### config.mk
export PLATFORM = sky130hd
export DESIGN_NAME = load_issue
export DESIGN_NICKNAME = d
export VERILOG_FILES = /design/src/hw/mem_pkg.sv /design/src/hw/load_issue.sv
export SDC_FILE = /design/constraint.sdc
export NUM_CORES = 1
export LEC_CHECK = 0
export BUFFER_PORTS_ARGS = -buffer_cell sky130_fd_sc_hd__buf_4
export CORE_MARGIN = 5
export CORE_UTILIZATION = 44
export DETAILED_ROUTE_END_ITERATION = 6
export HOLD_SLACK_MARGIN = 0.02
export PLACE_DENSITY = 0.82
export SLEW_MARGIN = 10
export SYNTH_ARGS = -nofsm -noshare
export SYNTH_HDL_FRONTEND = slang
export SYNTH_SLANG_ARGS = --single-unit
### constraint.sdc
create_clock -name clk -period 9.25 [get_ports clk]
set_clock_uncertainty 0.1 [all_clocks]
set_input_delay 1.85 -clock clk [delete_from_list [all_inputs] [get_ports clk]]
set_output_delay 1.85 -clock clk [all_outputs]
set_load 0.05 [all_outputs]
### src/hw/mem_pkg.sv
`default_nettype none

package mem_pkg;

    // data path and address width
    localparam int word_w = 32;

    // ram word index, 256 words
    localparam int addr_idx_w = 8;

    // address bit that selects the slow, uncached region
    localparam int uncached_bit = 12;

    typedef logic [word_w-1:0] word_t;

    // one enable per byte of a word
    typedef logic [word_w/8-1:0] strobe_t;

    // op_none passes through the stage without touching memory
    typedef enum logic [1:0] {
        op_none  = 2'd0,
        op_load  = 2'd1,
        op_store = 2'd2
    } mem_op_t;

    typedef enum logic [1:0] {
        sz_byte = 2'd0,
        sz_half = 2'd1,
        sz_word = 2'd2
    } msize_t;

endpackage

`default_nettype wire

### src/hw/load_issue.sv
`default_nettype none

module load_issue (
    input  logic             clk,
    input  logic             resetn,
    input  logic             in_valid,
    output logic             in_ready,
    input  mem_pkg::mem_op_t op0,
    input  mem_pkg::mem_op_t op1,
    input  mem_pkg::msize_t  size0,
    input  mem_pkg::msize_t  size1,
    input  logic             sext0,
    input  logic             sext1,
    input  mem_pkg::word_t   addr0,
    input  mem_pkg::word_t   addr1,
    input  mem_pkg::word_t   wdata0,
    input  mem_pkg::word_t   wdata1,
    input  logic             pair_done,
    output logic             req_valid_0,
    output mem_pkg::word_t   req_addr_0,
    output mem_pkg::word_t   req_wdata_0,
    output mem_pkg::strobe_t req_strobe_0,
    output logic             req_write_0,
    output logic             req_valid_1,
    output mem_pkg::word_t   req_addr_1,
    output mem_pkg::word_t   req_wdata_1,
    output mem_pkg::strobe_t req_strobe_1,
    output logic             req_write_1,
    output logic             issue_pulse,
    output logic             lane_need0,
    output logic             lane_need1,
    output mem_pkg::msize_t  ctx_size0,
    output mem_pkg::msize_t  ctx_size1,
    output logic             ctx_sext0,
    output logic             ctx_sext1,
    output logic [1:0]       ctx_off0,
    output logic [1:0]       ctx_off1,
    output mem_pkg::mem_op_t ctx_op0,
    output mem_pkg::mem_op_t ctx_op1,
    output logic             ctx_mis0,
    output logic             ctx_mis1
);
    import mem_pkg::*;

    logic    busy;
    logic    issue_q;
    logic    accept;
    mem_op_t op0_q;
    mem_op_t op1_q;
    msize_t  size0_q;
    msize_t  size1_q;
    logic    sext0_q;
    logic    sext1_q;
    word_t   addr0_q;
    word_t   addr1_q;
    word_t   wdata0_q;
    word_t   wdata1_q;
    logic    mis0_q;
    logic    mis1_q;

    // half needs bit 0 clear, word needs both low bits clear
    function automatic logic misaligned(msize_t size, logic [1:0] off);
        case (size)
            sz_half: return off[0];
            sz_word: return off != 2'b00;
            default: return 1'b0;
        endcase
    endfunction

    function automatic strobe_t lane_strobe(msize_t size, logic [1:0] off);
        case (size)
            sz_byte: return strobe_t'(4'b0001) << off;
            sz_half: return strobe_t'(4'b0011) << off;
            default: return 4'b1111;
        endcase
    endfunction

    // replicate the low bytes so the strobe picks the right lane
    function automatic word_t lane_wdata(msize_t size, word_t data);
        case (size)
            sz_byte: return {4{data[7:0]}};
            sz_half: return {2{data[15:0]}};
            default: return data;
        endcase
    endfunction

    assign in_ready = ~busy;
    assign accept   = in_valid && in_ready;

    // busy from acceptance until the output transfers
    always_ff @(posedge clk) begin
        if (resetn) begin
            busy    <= 1'b0;
            issue_q <= 1'b0;
        end else begin
            issue_q <= accept;
            if (accept) begin
                busy <= 1'b1;
            end else if (pair_done) begin
                busy <= 1'b0;
            end
        end
    end

    always_ff @(posedge clk) begin
        if (accept) begin
            op0_q    <= op0;
            op1_q    <= op1;
            size0_q  <= size0;
            size1_q  <= size1;
            sext0_q  <= sext0;
            sext1_q  <= sext1;
            addr0_q  <= addr0;
            addr1_q  <= addr1;
            wdata0_q <= wdata0;
            wdata1_q <= wdata1;
            mis0_q   <= (op0 != op_none) && misaligned(size0, addr0[1:0]);
            mis1_q   <= (op1 != op_none) && misaligned(size1, addr1[1:0]);
        end
    end

    // misaligned and pass-through lanes stay off the ram
    assign lane_need0  = (op0_q != op_none) && !mis0_q;
    assign lane_need1  = (op1_q != op_none) && !mis1_q;
    assign issue_pulse = issue_q;

    assign req_valid_0  = issue_q && lane_need0;
    assign req_addr_0   = addr0_q;
    assign req_wdata_0  = lane_wdata(size0_q, wdata0_q);
    assign req_write_0  = op0_q == op_store;
    assign req_strobe_0 = req_write_0 ? lane_strobe(size0_q, addr0_q[1:0]) : '0;

    assign req_valid_1  = issue_q && lane_need1;
    assign req_addr_1   = addr1_q;
    assign req_wdata_1  = lane_wdata(size1_q, wdata1_q);
    assign req_write_1  = op1_q == op_store;
    assign req_strobe_1 = req_write_1 ? lane_strobe(size1_q, addr1_q[1:0]) : '0;

    assign ctx_size0 = size0_q;
    assign ctx_size1 = size1_q;
    assign ctx_sext0 = sext0_q;
    assign ctx_sext1 = sext1_q;
    assign ctx_off0  = addr0_q[1:0];
    assign ctx_off1  = addr1_q[1:0];
    assign ctx_op0   = op0_q;
    assign ctx_op1   = op1_q;
    assign ctx_mis0  = mis0_q;
    assign ctx_mis1  = mis1_q;

endmodule

`default_nettype wire

==> metrics <==
status completed; post-DR vias/cell 4.73; arrival time at the worst endpoint 2230 ps; peak supply drop around 0.00016 V; Syn Inst Count ~300; ant diodes 0; WS Path Type flip-flop to primary output; vias in the first global route 3893; Crit path required time 7300 ps; Switch Pwr 490 uW; Synthesized Nets 447; vias 3664; reg-to-reg slack, setup 6730 ps; I/O pins ~300; largest area contributor in the synthesized netlist edfxtp_1; IO buf count 301; Hold/Removal Path Class flip-flop to flip-flop; clk_lat worst skew 400 ps; die extent in x 121 um; DRT iter0 DRCs 199; clock root cell clkbuf_16; CTS tree yes; post-DP HPWL 11200 um; Setup Total Neg Slack 0 ps; period utilization ~45%; setup bufs post-CTS 0; Critical Path Fanout Max 27; end of the worst register-to-register path ctx_size1[1]; top cells by area, synth edfxtp_1, mux2_2, buf_4; initial antenna violation count 0; r2r startpoint busy; Fin. Hold Viols 0; CTS buffer count 17; first-pass GRT wire length 21300 um; num rows 40; Die Height 121 um; Max Root-Sink Buffers 2; final max-slew violation count 0; Nets 741; Total Wirelength around 15000 um; area of the multi-input gates 977 um2; measured slew at the worst slew-check pin 998 ps; Yosys top cell area share 77.1%; Initial Utilization between 40% and 50%; Fmax 0.239 GHz; Layout area overhead 51.3%; post-cts gate resize count 0; critical path capture point type primary output; max cap viols 0; # H-tree levels 4; share of cells above drive strength 1 58.9%; largest net degree at the start of global routing 75; GRT Total Usage roughly a fifth; hold worst-path end busy; layout filler cell count around 840; combinational group share of total power between 20% and 30%; total core area 0.0121 mm2; Hold Path Stages 1; Cell Area, Synth 0.00545 mm2; Lkg Pwr 0.00353 uW; Avg Cell Area, Syn 18.1 um2; sequential cell area 0.00424 mm2; Hold Startpoint busy; ANT nets after route 0; RePlAce Congestion 0.790; # clock sinks 142; Final setup viols 0; cells on worst reg2reg path 3; Synth cell types 27; die area 0.0147 mm2; internal power 1240 uW; Hold Buf Count CTS 0; drt first pass iters 6; Yosys warning total 0; sequential fraction of the synthesis area 77.9%; routed wire length per instance about 19 um; switch share 28.4%; Worst Setup Start Kind flip-flop; utilization after layout 68.4%; Reg power frac 45.3%; Slew headroom about 33%; fin crit period 4180 ps; Clk pwr share 34.3%; clock-pin transition on the worst setup and hold timing paths about 50 ps; grt ovf 0; flops & latches, synth 142; Power Density 209 mW/mm2; # DRC 0; RSZ-0062 raised after global routing no
-- synth_stat cells --
cell type  number
nor2_4          2
nor2b_1         2
buf_4          23
a31oi_1         2
a21oi_1         8
nand3b_1        2
mux2_1          7
mux2_2         17
edfxtp_1      140
nor3b_1         2
buf_6           1
nor3_1          2
o21bai_1        2
buf_2           4
o21ai_1        17
o21ai_0         1
nand2b_1        4
mux2i_1        16
nor2_1          5
dfxtp_1         2
mux2_4          8
a211oi_1        1
o22ai_1         2
inv_1           9
or2_2           2
ha_1            4
nand2_1        16
-- per-layer routing --
layer,up-vias,track usage (%),part of all wire [%]
li1,1703,-,-
met1,1751,20.3,34
met2,180,33.9,55
met3,30,7.23,8.7
met4,0,10.4,3.1
met5,-,0,0
-- per-stage QoR --
step	cells	hold WS [ps]	setup slack [ps]	total power [uW]	cell area, um2
after global placement	744	434	5180	1140	7740
after detailed placement	744	451	5120	1150	7740
after global routing	774	502	4970	1790	8250
after floorplan	301	357	560	1020	5450
after CTS	774	462	5040	1740	8250
final	774	460	5070	1730	8250
-- cells by family (layout without fill, tap and decap cells) --
kind of cell	after synthesis	in the layout	share of synthesized area [%]
AOI/OAI and AO/OA	33	33	3.26
adders and majority gates	4	4	0.918
buffers and inverters	37	342	4.36
DFF	142	142	77.9
muxes	48	48	10.1
and+or+nand+nor	37	37	3.51
-- worst max-delay path: stages, from the launching register on --
cell      delay (ps)
edfxtp_1         780
nor2_4           510
mux2_4           340
buf_4            190
-- worst max-delay path by stage --
stage                       startpoint             end
final                     ctx_size1[1]  req_wdata_1[9]
after global routing      ctx_size1[1]  req_wdata_1[9]
after CTS                 ctx_size1[1]  req_wdata_1[9]
after detailed placement      in_valid      ctx_op1[0]
after global placement        in_valid    wdata1_q[20]
after floorplan               in_valid        ctx_mis0
-- flip-flops by register name, summed over array words and instances (netlist names) --
register	cells
req_addr_0	32
req_addr_1	32
wdata1_q	32
ctx_size1	2
wdata0_q	32
ctx_mis1	1
ctx_op0	2
ctx_sext0	1
ctx_op1	2
ctx_sext1	1
busy	1
ctx_size0	2
issue_pulse	1
ctx_mis0	1
-- cell usage in the layout (no fill, tap or decap), types with 4 or more instances in the layout --
| cell | instances |
|---|---|
| a21oi_1 | 8 |
| buf_4 | 303 |
| clkbuf_16 | 17 |
| clkinv_1 | 4 |
| clkinv_2 | 5 |
| edfxtp_1 | 140 |
| ha_1 | 4 |
| inv_1 | 9 |
| mux2_1 | 7 |
| mux2_2 | 17 |
| mux2_4 | 8 |
| mux2i_1 | 16 |
| nand2_1 | 16 |
| nand2b_1 | 4 |
| nor2_1 | 5 |
| o21ai_1 | 17 |
-- final cells by class --
type | count | share of cell area [%]
Multi-Input combinational cell | 122 | 11.8
Inverter | 9 | 0.409
Timing Repair Buffer | 303 | 27.6
Clock inverter | 11 | 0.940
Sequential cell | 142 | 51.4
Tap cell | 168 | 2.55
Clock buffer | 19 | 5.25
-- power groups by stage --
stage | combinational (uW) | clock (uW) | sequential (uW)
after floorplan | 161 | 0 | 862
after global placement | 350 | 0 | 792
after detailed placement | 355 | 0 | 795
after CTS | 355 | 606 | 782
after global routing | 366 | 642 | 786
final | 352 | 592 | 782
Power figures use the tool's default switching activity.
