### src/hw/mem_pkg.sv
`default_nettype none

package mem_pkg;

    // data path and address width
    localparam int word_w = 32;

    // ram word index, 256 words
    localparam int addr_idx_w = 8;

    // address bit that selects the slow, uncached region
    localparam int uncached_bit = 12;

    typedef logic [word_w-1:0] word_t;

    // one enable per byte of a word
    typedef logic [word_w/8-1:0] strobe_t;

    // op_none passes through the stage without touching memory
    typedef enum logic [1:0] {
        op_none  = 2'd0,
        op_load  = 2'd1,
        op_store = 2'd2
    } mem_op_t;

    typedef enum logic [1:0] {
        sz_byte = 2'd0,
        sz_half = 2'd1,
        sz_word = 2'd2
    } msize_t;

endpackage

`default_nettype wire

### src/hw/load_align.sv
`default_nettype none

module load_align (
    input  mem_pkg::word_t  raw,
    input  logic [1:0]      off,
    input  mem_pkg::msize_t size,
    input  logic            sext,
    output mem_pkg::word_t  rdata
);
    import mem_pkg::*;

    word_t shifted;
    logic  byte_sign;
    logic  half_sign;

    // bring the addressed byte down to bit 0
    assign shifted = raw >> {off, 3'b000};

    // sign bits only count for signed loads
    assign byte_sign = sext && shifted[7];
    assign half_sign = sext && shifted[15];

    always_comb begin
        case (size)
            sz_byte: begin
                rdata = {{24{byte_sign}}, shifted[7:0]};
            end
            sz_half: begin
                rdata = {{16{half_sign}}, shifted[15:0]};
            end
            default: begin
                rdata = shifted;
            end
        endcase
    end

endmodule

`default_nettype wire

### config.mk
export PLATFORM = sky130hd
export DESIGN_NAME = load_align
export DESIGN_NICKNAME = d
export VERILOG_FILES = /design/src/hw/mem_pkg.sv /design/src/hw/load_align.sv
export SDC_FILE = /design/constraint.sdc
export NUM_CORES = 1
export LEC_CHECK = 0
export ABC_CLOCK_PERIOD_IN_PS = 3450
export BUFFER_PORTS_ARGS = -buffer_cell sky130_fd_sc_hd__buf_4
export CAP_MARGIN = 20
export CORE_MARGIN = 10
export CORE_UTILIZATION = 43
export DETAILED_ROUTE_END_ITERATION = 12
export GPL_TIMING_DRIVEN = 0
export PLACE_DENSITY = 0.89
export SYNTH_ARGS = -nofsm -noshare
export SYNTH_HDL_FRONTEND = slang
export SYNTH_SLANG_ARGS = --single-unit
### constraint.sdc
create_clock -name vclk -period 3.45
set_input_delay 0.5175 -clock vclk [all_inputs]
set_output_delay 0.5175 -clock vclk [all_outputs]
set_load 0.05 [all_outputs]
==> results of run 1 <==
## worst paths after layout
check     from   endpoint  slack, ns  cells after the start
max    size[1]  rdata[10]       1.01                      5
min    raw[31]  rdata[31]       1.43                      3
## synthesized netlist by cell type, drive strengths merged
master    n
a211oi    7
a21oi    15
mux2i    17
nand3b    1
a21boi    7
buf       9
nand2b    2
o21ai     1
o2bb2ai   8
o221ai    2
xor2      1
o22ai     8
o21a      1
nor2      3
or2       8
clkbuf    2
and2b     1
and2      1
nand2     2
nor2b     9
mux2      1
## tightest hold or removal path: cells and delay by family
kind / cells / cell delay, ns
buf+inv: 2 / 0.29
compound gates: 1 / 0.11
## power breakdown
part | switching, uW | total, uW | internal [uW]
Sequential | 0 | 0 | 0
Clock | 0 | 0 | 0
Combinational | 214 | 334 | 119
## routing by layer
| layer | vias to the layer above | part of all wire, % |
|---|---|---|
| li1 | 543 | - |
| met1 | 544 | 39 |
| met2 | 36 | 56 |
| met3 | 6 | 3.6 |
| met4 | 0 | 1.4 |
| met5 | - | 0 |
## logic make-up after synthesis
logic type | Yosys count | share of synthesized area (%)
simple gates | 27 | 20.0
xor+xnor | 1 | 1.08
mux | 18 | 23.4
compound gates | 49 | 45.4
buf+inv | 11 | 10.2
## area by class of cell
type,count,area share [%]
Multi-Input combinational cell,95,53.8
Buffer,11,6.12
Timing Repair Buffer,68,37.8
Tap cell,25,2.32
## metrics by stage
step                      std cells  total power (uW)
after global routing            199               350
after global placement          199               330
after CTS                       199               335
after detailed placement        199               335
final                           199               334
after floorplan                 106               220
## cell usage in the layout, fill, tap and decap left out, drive strengths merged, types with 3 or more instances in the layout
cell type,instances
a211oi,7
buf,77
nor2b,9
or2,8
a21oi,15
o2bb2ai,8
a21boi,7
o22ai,8
mux2i,17
nor2,3
==> flow_summary.yaml, run 1 <==
final_layout:
  fillCellCount: 156
  seq_cell_count: 0
  area_growth_pct: 67.0
  antennaDiodeCount: 0
  n_clock_buffer: 0
  fin_area_sq_um: 1350
  drive_gt1_share_pct: 51.1
  fin_util_pct: 77.3
  multi_input_area_sq_um: 726
  fin_nets: 213
  final-seq-area_sq_um: 0
yosys:
  synth.area.top_cells: "mux2i_1, a21oi_1, o2bb2ai_1"
  syn_area_sq_um: 808
  yosysWarnings: 0
  synth.distinct_cells: 28
  avgSynthCellArea_sq_um: 7.63
  synth_top_area_share_pct: 19.8
  synth_nets: 143
  yosysTopAreaCell: "mux2i_1"
  netlist_instances: 106
  yosysSeqAreaShare_pct: 0
cts:
  cts-resized-gates: 0
  holdBufCountCts: 0
  cts_setup_buffers: 0
floorplan:
  die_w_um: 63.4
  io-pin-count: 69
  design.die.area_sq_um: 4010
  num_rows: 15
  core_area_sq_um: 1750
  die_y_um: 63.4
  initial_core_util_pct: 46.3
drt:
  drt-initial-drc-count: 22
  final_antenna_net_count: 0
  vias: 1129
  wl_per_cell_um: 17.9
  drc_errors: 0
  finalWirelength_um: 3550
  vias_per_cell: 5.67
  dr.pass1.iters: 4
global_routing:
  grt_overflow_total: 0
  use_met2_pct: 32.2
  grt_max_degree: 11
  grt_usage_pct: 15.5
  antenna_found_initial: 0
  grtUsageMet1_pct: 15.9
  use_met3_pct: 1.59
  grt_pass1_wl_um: 5440
  grt_pass1_vias: 1166
  busiest_layer: "met2"
setup_path:
  cpPeakStageDelay_ns: 0.51
  start_kind: "primary input"
  cp-end-kind: "output port"
  path_cells: "buf_4, nor2_1, o221ai_2, a21boi_0, buf_4"
  crit_path_frequent_cell: "buf_4"
  cp_slowest_cell: "nor2_1"
  critical_path_required_ns: 2.93
  crit_fanout: 9
  cp.arrival_ns: 1.92
  cp_num_buf_inv: 2
  crit_family: "compound AO/OA/AOI/OAI gates"
  worstSetupPathType: "primary input to output port"
placed_design:
  place_hpwl_um: 2970
  place_ws_ns: 0.995
  io_buffers: 68
  gp_congestion: 0.796
  place_area_sq_um: 1350
timing:
  finalSetupViolations: 0
  max_freq_ghz: 0.411
  fin_setup_tns_ns: 0
  rsz0062_at_grt: "no"
  slew_violations: 0
  finalHoldViolCount: 0
  whs_ns: 1.43
  setup_slack_ns: 1.01
  tightest_slew_ns: 0.648
  slew_headroom_pct: 56.6
  min_period_over_period_pct: 70.6
  min_period_ns: 2.44
outcome:
  status: "finished, final reports clean"
power:
  p_leak_uw: 0.000641
  ir_drop_mv: 0.170
  cellPowerDensity_nw_per_um2: 247
hold_path:
  worstHoldPathType: "primary input to output port"
run:
  maxCapViolCount: 0
No activity file was read; power rests on OpenSTA's default activity.
==> inputs of run 2 (changes only) <==
Settings changed: ABC_CLOCK_PERIOD_IN_PS 3450 to 2000, CORE_ASPECT_RATIO set to 1.5, CORE_UTILIZATION 43 to 37, PLACE_DENSITY 0.89 to 0.81.
Clock period 3.45 ns to 2 ns, I/O delays scaled along.
==> flow_summary.yaml, run 2 (synthesized netlist as in run 1, its figures left out) <==
timing:
  fin_setup_tns_ns: 0
  setup_slack_ns: 0.126
  max_freq_ghz: 0.534
  min_period_ns: 1.87
  rsz0062_at_grt: "no"
  slew_violations: 0
  whs_ns: 0.982
  min_period_over_period_pct: 93.7
  tightest_slew_ns: 0.482
  finalSetupViolations: 0
  finalHoldViolCount: 0
  slew_headroom_pct: 67.8
drt:
  wl_met1_um: 1310
  met2_length_um: 1900
  final_antenna_net_count: 0
  vias_per_cell: 5.60
  dr.pass1.iters: 4
  wl_per_cell_um: 17.6
  routed.top_layer: "met4"
  vias: 1097
  finalWirelength_um: 3450
  drc_errors: 0
  dr_wl_met3_um: 219
  drt-initial-drc-count: 21
setup_path:
  cp.arrival_ns: 1.57
  path_cells: "buf_4, buf_2, buf_2, nor2_2, o2bb2ai_2, buf_4"
  cp-end-kind: "output port"
  start_kind: "primary input"
  cpPeakStageDelay_ns: 0.42
  worstSetupPathType: "primary input to output port"
  crit_fanout: 10
  critical_path_required_ns: 1.70
  cp_slowest_cell: "nor2_2"
final_layout:
  final-seq-area_sq_um: 0
  drive_gt1_share_pct: 56.3
  area_growth_pct: 73.1
  final_cell_mix: "buf_4, mux2i_1, a21oi_1, nor2b_1, o2bb2ai_2"
  finalNonFillerCells: 196
  antennaDiodeCount: 0
  fillCellCount: 193
  layout_commonest_cell: "buf_4"
  fin_area_sq_um: 1400
  seq_cell_count: 0
  fin_nets: 213
  n_clock_buffer: 0
placed_design:
  gp_congestion: 0.806
  place_area_sq_um: 1400
  place_hpwl_um: 3030
  io_buffers: 68
  place_ws_ns: 0.114
  place_inst: 196
global_routing:
  grt_overflow_total: 0
  antenna_found_initial: 0
  grt_usage_pct: 14.1
  grt_max_degree: 11
  grt_pass1_wl_um: 5580
  grt_pass1_vias: 1192
power:
  ir_drop_mv: 0.197
  p_leak_uw: 0.000659
  cellPowerDensity_nw_per_um2: 419
floorplan:
  initial_core_util_pct: 39.4
  design.die.area_sq_um: 4490
  io-pin-count: 69
  die_y_um: 77.2
  die_w_um: 58.2
  num_rows: 20
  core_area_sq_um: 2050
outcome:
  status: "finished, final reports clean"
hold_path:
  worstHoldPathType: "primary input to output port"
run:
  maxCapViolCount: 0
cts:
  holdBufCountCts: 0
[run 2: cell types whose count changed in the layout (fill, tap and decap cells not counted)]
cell / delta
o2bb2ai_2: +8
nor2_2: +1
a21boi_0: -3
a21boi_1: +3
nor2_1: -1
o2bb2ai_1: -8
[run 2: path summary, 6_finish.rpt]
check                 slack [ns]         to     from  depth (start not counted)
worst max-delay path        0.13  rdata[29]   off[0]                          6
worst min-delay path        0.98  rdata[30]  raw[30]                          3
[run 2: routing by layer]
layer | global-route usage (%) | up-vias
li1 | - | 541
met1 | 14.5 | 512
met2 | 28.0 | 42
met3 | 2.97 | 2
met4 | 0.708 | 0
met5 | 0 | -
[run 2: worst max-delay path: cells and delay by family]
| family | cells | cell delay, ns |
|---|---|---|
| buffers and inverters | 4 | 0.69 |
| and+or+nand+nor | 1 | 0.42 |
| AOI/OAI and AO/OA | 1 | 0.14 |
[run 2: area by class of cell]
| class | instances | area (sq um) | area share [%] |
|---|---|---|---|
| buffer | 11 | 82.6 | 5.90 |
| multi-input combinational | 95 | 778 | 55.6 |
| timing repair buffer | 68 | 510 | 36.5 |
| tap | 22 | 27.5 | 1.97 |
[run 2: stage by stage]
step                util, %  power (uW)
finish                 68.2         586
CTS                    68.0         590
floorplan                 -         390
global placement       68.0         581
detailed placement     68.0         589
global route           68.2         620
[run 2: report_power, final]
part | switching, uW | leakage (uW) | internal (uW)
Sequential | 0 | 0 | 0
Combinational | 374 | 0.000659 | 212
Clock | 0 | 0 | 0
[run 2: what timing repair did]
| action | CTS | global route |
|---|---|---|
| gates resized for setup | 0 | 1 |
| buffers inserted | 0 | 0 |
| endpoints found under the setup margin | 0 | 4 |
==> inputs of run 3 (changes only) <==
Settings changed: SETUP_SLACK_MARGIN set to 0.3.
==> flow_summary.yaml, run 3 (synthesized netlist as in run 1, its figures left out) <==
final_layout:
  seq_cell_count: 0
  layout_commonest_cell: "buf_4"
  area_growth_pct: 133
  fillCellCount: 80
  fin_util_pct: 91.8
  final-seq-area_sq_um: 0
  fin_nets: 225
  n_clock_buffer: 0
  fin_area_sq_um: 1880
  drive_gt1_share_pct: 68.3
  multi_input_area_sq_um: 990
  final_cell_mix: "buf_4, buf_6, mux2i_1, a21oi_1, nor2b_1"
  antennaDiodeCount: 0
timing:
  tightest_slew_ns: 0.292
  setup_slack_ns: 0.205
  slew_headroom_pct: 80.0
  max_freq_ghz: 0.557
  min_period_over_period_pct: 89.8
  finalHoldViolCount: 0
  rsz0062_at_grt: "yes"
  slew_violations: 0
  finalSetupViolations: 0
  min_period_ns: 1.80
setup_path:
  cp.arrival_ns: 1.50
  critical_path_required_ns: 1.70
  cp-end-kind: "output port"
  start_kind: "primary input"
  crit_fanout: 5
  worstSetupPathType: "primary input to output port"
placed_design:
  place_hpwl_um: 3160
  place_area_sq_um: 1560
  io_buffers: 68
  place_ws_ns: -0.0460
  gp_congestion: 0.830
global_routing:
  grt_max_degree: 11
  antenna_found_initial: 0
  grt_pass1_vias: 1349
  grt_pass1_wl_um: 6840
  grt_overflow_total: 0
  grt_usage_pct: 18.0
power:
  cellPowerDensity_nw_per_um2: 403
  p_leak_uw: 0.000825
  ir_drop_mv: 0.317
floorplan:
  design.die.area_sq_um: 4490
  initial_core_util_pct: 39.4
  die_w_um: 58.2
  num_rows: 20
  core_area_sq_um: 2050
  die_y_um: 77.2
  io-pin-count: 69
drt:
  drc_errors: 0
  final_antenna_net_count: 0
  vias_per_cell: 6.26
  vias: 1302
  wl_per_cell_um: 24.8
  dr.pass1.iters: 4
  drt-initial-drc-count: 45
  finalWirelength_um: 5160
hold_path:
  worstHoldPathType: "primary input to output port"
cts:
  holdBufCountCts: 0
run:
  maxCapViolCount: 0
outcome:
  status: "finished, final reports clean"
[run 3: power by group]
group,internal (uW),leakage [uW],switching [uW]
logic,307,0.000825,451
clock network,0,0,0
registers,0,0,0
[run 3: area by class of cell]
| type | count | share of cell area (%) |
|---|---|---|
| timing repair buffer | 80 | 39.2 |
| multi-input combinational | 95 | 52.6 |
| tap | 22 | 1.46 |
| buffer | 11 | 6.78 |
[run 3: what timing repair did]
item | 4_1_cts | 5_1_grt
cloned | 1 | 0
pin swaps | 5 | 10
setup buffers | 9 | 2
gates resized for setup | 20 | 35
endpoints found under the setup margin | 29 | 27
[run 3: worst paths after layout]
kind / from / endpoint / slack [ns] / depth (start not counted)
worst max-delay path: raw[23] / rdata[16] / 0.20 / 6
worst min-delay path: raw[24] / rdata[24] / 0.97 / 3
[run 3: per-stage QoR]
stage / instances / hold slack (ns) / power (uW) / TNS [ns]
CTS: 206 / 0.968 / 690 / 0
detailed placement: 196 / 1.00 / 640 / -0.274
global placement: 196 / 0.994 / 632 / -0.151
global route: 208 / 0.978 / 786 / 0
floorplan: 106 / 0.771 / 435 / 0
finish: 208 / 0.966 / 758 / 0
[run 3: worst max-delay path: stages]
cell and delay (ns):
buf_4 0.11, nor2b_1 0.23, o221ai_4 0.17, buf_4 0.18, o22ai_1 0.23, buf_4 0.26
[run 3: routing by layer]
metal / global-route usage (%) / wire [um]
met2: 33.4 / 2730
met5: 0 / 0
met3: 4.12 / 427
met1: 18.3 / 1800
met4: 6.60 / 205
