--- src/hw/mem_pkg.sv ---
`default_nettype none

package mem_pkg;

    // data path and address width
    localparam int word_w = 32;

    // ram word index, 256 words
    localparam int addr_idx_w = 8;

    // address bit that selects the slow, uncached region
    localparam int uncached_bit = 12;

    typedef logic [word_w-1:0] word_t;

    // one enable per byte of a word
    typedef logic [word_w/8-1:0] strobe_t;

    // op_none passes through the stage without touching memory
    typedef enum logic [1:0] {
        op_none  = 2'd0,
        op_load  = 2'd1,
        op_store = 2'd2
    } mem_op_t;

    typedef enum logic [1:0] {
        sz_byte = 2'd0,
        sz_half = 2'd1,
        sz_word = 2'd2
    } msize_t;

endpackage

`default_nettype wire

--- src/hw/resp_capture.sv ---
`default_nettype none

module resp_capture (
    input  logic           clk,
    input  logic           resetn,
    input  logic           issue_pulse,
    input  logic           lane_need0,
    input  logic           lane_need1,
    input  logic           resp_ok0,
    input  logic           resp_ok1,
    input  mem_pkg::word_t resp_data0,
    input  mem_pkg::word_t resp_data1,
    input  logic           out_ready,
    output logic           out_valid,
    output logic           pair_done,
    output mem_pkg::word_t held_data0,
    output mem_pkg::word_t held_data1
);
    logic pend0;
    logic pend1;
    logic waiting;
    logic pend0_next;
    logic pend1_next;
    logic done_next;

    // pending state as it will be after this edge
    assign pend0_next = issue_pulse ? lane_need0 : (pend0 && !resp_ok0);
    assign pend1_next = issue_pulse ? lane_need1 : (pend1 && !resp_ok1);
    assign done_next  = (issue_pulse || waiting) && !pend0_next && !pend1_next;

    assign pair_done = out_valid && out_ready;

    always_ff @(posedge clk) begin
        if (resetn) begin
            pend0     <= 1'b0;
            pend1     <= 1'b0;
            waiting   <= 1'b0;
            out_valid <= 1'b0;
        end else begin
            pend0 <= pend0_next;
            pend1 <= pend1_next;
            if (done_next) begin
                waiting   <= 1'b0;
                out_valid <= 1'b1;
            end else begin
                if (issue_pulse) begin
                    waiting <= 1'b1;
                end
                if (pair_done) begin
                    out_valid <= 1'b0;
                end
            end
        end
    end

    // either lane may finish first, each keeps its own copy
    always_ff @(posedge clk) begin
        if (resp_ok0) begin
            held_data0 <= resp_data0;
        end
        if (resp_ok1) begin
            held_data1 <= resp_data1;
        end
    end

endmodule

`default_nettype wire

--- config.mk ---
export PLATFORM = sky130hd
export DESIGN_NAME = resp_capture
export DESIGN_NICKNAME = d
export VERILOG_FILES = /design/src/hw/mem_pkg.sv /design/src/hw/resp_capture.sv
export SDC_FILE = /design/constraint.sdc
export NUM_CORES = 1
export LEC_CHECK = 0
export BUFFER_PORTS_ARGS = -buffer_cell sky130_fd_sc_hd__buf_4
export CAP_MARGIN = 20
export CELL_PAD_IN_SITES_DETAIL_PLACEMENT = 1
export CELL_PAD_IN_SITES_GLOBAL_PLACEMENT = 1
export CORE_ASPECT_RATIO = 1.1
export CORE_MARGIN = 8
export CORE_UTILIZATION = 35
export DETAILED_ROUTE_END_ITERATION = 8
export PLACE_DENSITY_LB_ADDON = 0.25
export SLEW_MARGIN = 20
export SYNTH_ARGS = -nofsm -noshare
export SYNTH_HDL_FRONTEND = slang
export SYNTH_SLANG_ARGS = --single-unit
--- constraint.sdc ---
create_clock -name clk -period 2.5 [get_ports clk]
set_clock_uncertainty 0.2 [all_clocks]
set_input_delay 0.125 -clock clk [delete_from_list [all_inputs] [get_ports clk]]
set_output_delay 0.125 -clock clk [all_outputs]
set_load 0.01 [all_outputs]
==> Flow_metrics.wiki, run 1 <==
{| class="wikitable"
! Metric !! Value
|-
| Peak supply drop || 0.428 mV
|-
| Critical Path Source Type || flop
|-
| Final hold vios || 0
|-
| Number of buffers added by the clock tree synthesis step || 9
|-
| Die X-Extent || 89.4 um
|-
| First-pass iteration count of the detailed router || 4
|-
| Routability-driven placement congestion ratio || 0.686
|-
| End-of-flow core utilization || 71.9%
|-
| Flip-flop and latch count after synthesis || 68
|-
| GR Util All Layers || 21.5%
|-
| Site Rows || 29
|-
| Combinational fraction of design power || 14.8%
|-
| Yosys cell types || 8
|-
| Setup CP Type || reg2reg
|-
| Min-Delay Path Class || in2reg
|-
| Wire length of the first global-routing pass || 12800 um
|-
| Max-cap violations || 0
|-
| Final max-slew violation count || 0
|-
| DR iter-0 viols || 84
|-
| Bufs on Longest Clock Path || 2
|-
| Layout overhead on the synthesized area || 99.0%
|-
| Result of the run || complete, no violations
|-
| Net count after synthesis || 152
|-
| Clock input transition at the sequential cells of the worst setup and hold paths || 0.07 ns
|-
| Number of instances in the synthesized netlist || 80
|-
| # setup viols final || 0
|-
| Clock insertion delay at the later pin of the skew report || 0.33 ns
|-
| Power spent charging and discharging nets || 0.000612 W
|-
| DR DRC count || 0
|-
| Net count of the finished layout || 372
|-
| Max-slew headroom || 72.3%
|-
| Total Die Area || 0.00864 sq mm
|-
| Number of global-route vias before repair || 1957
|-
| Proportion of power drawn by the clock network || 35.1%
|-
| Routed WL per cell || 23.1 um
|-
| Worst Tran Pin Value || 0.416 ns
|-
| Sink Count || 68
|-
| Die span in y || 96.7 um
|-
| Buffers inserted during post-CTS setup optimization || 0
|-
| Total wire length || 8830 um
|-
| Number of antenna violations at the first check in global routing || 0
|-
| Power density over the cells || 668 mW/mm^2
|-
| Worst-path fanout max || 3
|-
| Clock root buffer || clkbuf_8
|-
| Final critical-path share of the clock period || 71.8%
|-
| Starting Density || 36.1%
|-
| End of the worst register-to-register path || waiting
|-
| Worst Reg-to-Reg Cells || 4
|-
| Pin count of the biggest net entering global routing || 34
|-
| Total placed cells including tap cells || 294
|-
| DR vias || 1674
|-
| Share of layout cells above drive strength 1 || 49.5%
|-
| Antenna violation net count after detailed routing || 0
|-
| Switching power as a share of total power || 22.2%
|-
| Warning count from the yosys run || 0
|-
| Overall overflow remaining after global route || 0
|-
| Proportion of power drawn by flip-flops and latches || 50.1%
|-
| End of the critical path || waiting
|-
| TritonCTS clock tree || built
|-
| Critical R2R Launch || pend1
|-
| Sequential share of the synthesized area || 96.6%
|-
| IO Count || 138
|-
| Hold WS || 0.0518 ns
|-
| Area of the mapped netlist || 0.00207 sq mm
|-
| Pwr Total || 0.00276 W
|-
| CTS H-tree lvls || 3
|-
| Required time reported for the critical path endpoint || 2.52 ns
|-
| Number of input and output port buffers inserted || 137
|-
| Maximum clock frequency || 0.557 GHz
|-
| Setup tns final || 0 ns
|-
| Syn_area_per_cell || 25.9 sq um
|-
| Internal power consumption || 0.00214 W
|-
| Count of placed standard cells in the final layout, fillers left out || 382
|-
| Internal reg-to-reg setup slack || 0.70 ns
|-
| Arrival @ worst endpoint || 1.82 ns
|-
| Antenna fix cells || 0
|-
| Leakage component of the power || 1.75 nW
|-
| CP Launch Point || pend1
|-
| Endpoint kind of the worst setup timing path || flop
|-
| Unrepaired setup endpoints after global routing || false
|-
| CORE AREA || 0.00573 sq mm
|-
| Final critical delay including setup and external delays || 1.80 ns
|-
| Detail-routed via count per cell || 4.38
|}
[layout by cell type, fill, tap and decap left out, drive strengths merged]
cell / netlist / routed
bufinv: 0 / 2
a21boi: 1 / 1
edfxtp: 64 / 64
clkbuf: 0 / 10
dlygate4sd3: 0 / 72
a21oi: 2 / 2
and2: 1 / 1
nor3b: 3 / 3
nor2: 4 / 4
clkinv: 0 / 4
dfxtp: 4 / 4
buf: 0 / 137
a31o: 1 / 1
[kinds of logic (layout without fill, tap and decap cells)]
| logic type | count (synthesis) | count (layout) | share of synthesized area [%] |
|---|---|---|---|
| AND/OR/NAND/NOR | 8 | 8 | 2.11 |
| buffers and inverters | 0 | 225 | 0 |
| AO/OA/AOI/OAI | 4 | 4 | 1.27 |
| flip-flops | 68 | 68 | 96.6 |
[cells in the mapped netlist]
cell type,number,area [sq um]
nor2_1,4,15.0
nor3b_1,3,22.5
and2_1,1,6.26
a21oi_1,2,10.0
a21boi_0,1,7.51
a31o_1,1,8.76
dfxtp_1,4,80.1
edfxtp_1,64,1920
[worst min path at each step]
stage	start	endpoint	slack, ns	cells after the start
2_1_floorplan	resetn	pend0	-0.003	1
3_3_place_gp	resp_data0[27]	held_data0[27]	0.10	1
3_5_place_dp	resp_data1[18]	held_data1[18]	0.10	1
4_1_cts	issue_pulse	waiting	0.01	4
5_1_grt	resp_ok1	held_data1[2]	0.04	1
6_report	resp_ok1	held_data1[13]	0.05	1
[per-stage QoR]
step                setup WS [ns]  cell area, sq um
global placement             1.28              3200
floorplan                    1.48              2070
finish                      0.704              4120
global route                0.551              4120
CTS                         0.854              4120
detailed placement           1.24              3200
[critical path, cell delays in order, from the launching register on]
cell,delay [ns]
dfxtp_1,0.33
nor3b_1,0.22
a21oi_1,0.10
dlygate4sd3_1,0.57
a21boi_0,0.27
[state kept, by name, indices dropped and copies added, names as in the netlist]
signal and cells:
held_data0 32, held_data1 32, out_valid 1, pend0 1, pend1 1, waiting 1
[repair_timing]
| item | 4_1_cts | 5_1_grt |
|---|---|---|
| resized for setup | 0 | 0 |
| hold buffers | 72 | 0 |
| endpoints found under the hold margin | 68 | 0 |
[layout make-up]
cell class | instances | area [sq um]
clock buffer | 10 | 128
tap | 77 | 96.3
multi-input combinational | 12 | 70.1
clock inverter | 6 | 78.8
sequential | 68 | 2000
timing repair buffer | 209 | 1750
fill | 542 | 1610
[routing by layer]
layer  global-route usage (%)  vias to the layer above  share of wire, %  wire [um]
li1                         -                      757                 -          -
met1                     21.1                      843                35       3090
met2                     40.1                       64                59       5200
met3                     6.18                       10               4.7        413
met4                     7.69                        0               1.4        123
met5                        0                        -                 0          0
[power by group through the flow]
| stage | Sequential [W] | Combinational, W | Clock [W] |
|---|---|---|---|
| floorplan | 0.00144 | 0.00000737 | 0 |
| CTS | 0.00137 | 0.000395 | 0.000969 |
| detailed placement | 0.00139 | 0.000300 | 0 |
| global route | 0.00139 | 0.000428 | 0.00103 |
| finish | 0.00138 | 0.000408 | 0.000966 |
| global placement | 0.00139 | 0.000294 | 0 |
Note: power is estimated with default switching activity, not from simulation.
==> run 2: changes to the inputs <==
- CORE_UTILIZATION: 35 -> 32
- clock period: 2.5 -> 1.7 ns (I/O delays scaled with it)
==> run 2 against run 1 <==
Final area rose by 3.1%. Via count is 3.6% higher. Final cell count grew 3.1%. Critical path type unchanged. Critical endpoint is now out_valid. Largest cell class unchanged.
==> Flow_metrics.wiki, run 2 (synthesis gave the netlist of run 1 again) <==
{| class="wikitable"
! Metric !! Value
|-
| Number of buffers added by the clock tree synthesis step || 9
|-
| Setup tns final || 0 ns
|-
| Number of global-route vias before repair || 1990
|-
| Largest registers ranked by flip-flop count || held_data0 (32), held_data1 (32)
|-
| Share of layout cells above drive strength 1 || 50.3%
|-
| CTS H-tree lvls || 3
|-
| Hold WS || 0.0537 ns
|-
| Ordered list of cells on the worst path || nor3b_2, a21oi_1, dlygate4sd3_1, a31o_1
|-
| Max-slew headroom || 41.2%
|-
| Bufs on Longest Clock Path || 2
|-
| Final critical-path share of the clock period || 97.0%
|-
| Final max-slew violation count || 0
|-
| Result of the run || complete, no violations
|-
| Arrival @ worst endpoint || 1.67 ns
|-
| Filler instances || 564
|-
| Layout overhead on the synthesized area || 105%
|-
| Die X-Extent || 92.7 um
|-
| Power density over the cells || 1010 mW/mm^2
|-
| Overall overflow remaining after global route || 0
|-
| Unrepaired setup endpoints after global routing || false
|-
| Total placed cells including tap cells || 301
|-
| Clock insertion delay at the later pin of the skew report || 0.33 ns
|-
| Bufs and invs on worst path || 1
|-
| DR DRC count || 0
|-
| Clock root buffer || clkbuf_8
|-
| Pwr Total || 0.00428 W
|-
| Library cell contributing the largest single delay on the critical path || dlygate4sd3_1
|-
| DR vias || 1735
|-
| Setup CP Type || reg2reg
|-
| Total wire length || 9500 um
|-
| Number of input and output port buffers inserted || 137
|-
| Site Rows || 30
|-
| First-pass iteration count of the detailed router || 4
|-
| TritonCTS clock tree || built
|-
| Worst-path fanout max || 2
|-
| IO Count || 138
|-
| Detail-routed via count per cell || 4.40
|-
| Delay-heaviest family, CP || buffers and inverters
|-
| Wire length of the first global-routing pass || 13500 um
|-
| Min-Delay Path Class || in2reg
|-
| Die span in y || 100 um
|-
| Routability-driven placement congestion ratio || 0.734
|-
| Number of antenna violations at the first check in global routing || 0
|-
| Starting Density || 33.3%
|-
| GR Util All Layers || 20.5%
|-
| Endpoint kind of the worst setup timing path || flop
|-
| Design area || 0.00425 sq mm
|-
| Antenna fix cells || 0
|-
| Final critical delay including setup and external delays || 1.65 ns
|-
| CORE AREA || 0.00623 sq mm
|-
| Antenna violation net count after detailed routing || 0
|-
| Sink Count || 68
|-
| Clock input transition at the sequential cells of the worst setup and hold paths || 0.07 ns
|-
| Cell area after placement || 0.00323 sq mm
|-
| Routed WL per cell || 24.1 um
|-
| # setup viols final || 0
|-
| Max-cap violations || 0
|-
| Worst Tran Pin Value || 0.879 ns
|-
| Leakage component of the power || 1.80 nW
|-
| Critical Path Source Type || flop
|-
| Net count of the finished layout || 381
|-
| DR iter-0 viols || 101
|-
| Largest stage delay on the critical path || 0.60 ns
|-
| Final hold vios || 0
|-
| Most frequent cells in the layout || 141 x buf_4, 77 x dlygate4sd3_1, 64 x edfxtp_1
|-
| Total Die Area || 0.00931 sq mm
|-
| Buffers inserted during post-CTS setup optimization || 0
|-
| Count of placed standard cells in the final layout, fillers left out || 394
|-
| Peak supply drop || 0.664 mV
|-
| Pin count of the biggest net entering global routing || 18
|-
| Required time reported for the critical path endpoint || 1.72 ns
|-
| Most common library cell in the layout ignoring fill and taps || buf_4
|-
| Maximum clock frequency || 0.606 GHz
|}
run 2: final timing paths:
kind / depth (start not counted) / end / start / slack, ns
max: 4 / out_valid / pend0 / 0.05
min: 4 / pend1 / issue_pulse / 0.05
max reg2reg: 4 / out_valid / pend0 / 0.05
min reg2reg: 3 / waiting / waiting / 0.44
run 2: power breakdown:
group	switching [W]	internal, W
combinational	0.000249	0.000375
sequential	0.0000517	0.00198
clock	0.000663	0.000970
run 2: timing repair:
item | 4_1_cts | 5_1_grt
resized for setup | 0 | 3
hold endpoints to repair | 96 | 1
endpoints found under the setup margin | 0 | 2
hold buffers | 77 | 1
run 2: area by class of cell:
class                   count  area [sq um]  share of cell area [%]
clock buffers               9           124                    2.91
well taps                  80           100                    2.36
multi-input cells          12          80.1                    1.88
clock inverters             7           115                    2.71
flip-flops and latches     68          2000                    47.1
repair buffers            218          1830                    43.0
run 2: metrics by stage:
stage | utilization, % | setup WS [ns]
floorplan | - | 0.678
global placement | 51.8 | 0.621
detailed placement | 51.8 | 0.564
CTS | 68.1 | 0.00971
global route | 68.2 | 0.00755
finish | 68.2 | 0.0507
run 2: layer usage:
| layer | vias to the layer above | global-route usage (%) | part of all wire [%] |
|---|---|---|---|
| met5 | - | 0 | 0 |
| met4 | 0 | 7.94 | 1.5 |
| met3 | 11 | 4.85 | 5.5 |
| met2 | 78 | 39.7 | 59 |
| met1 | 870 | 20.3 | 34 |
| li1 | 776 | - | - |
run 2: worst reg2reg max path, cell delays in order (launching register included):
cell and delay (ns):
dfxtp_1 0.33, nor3b_2 0.17, a21oi_1 0.08, dlygate4sd3_1 0.60, a31o_1 0.18
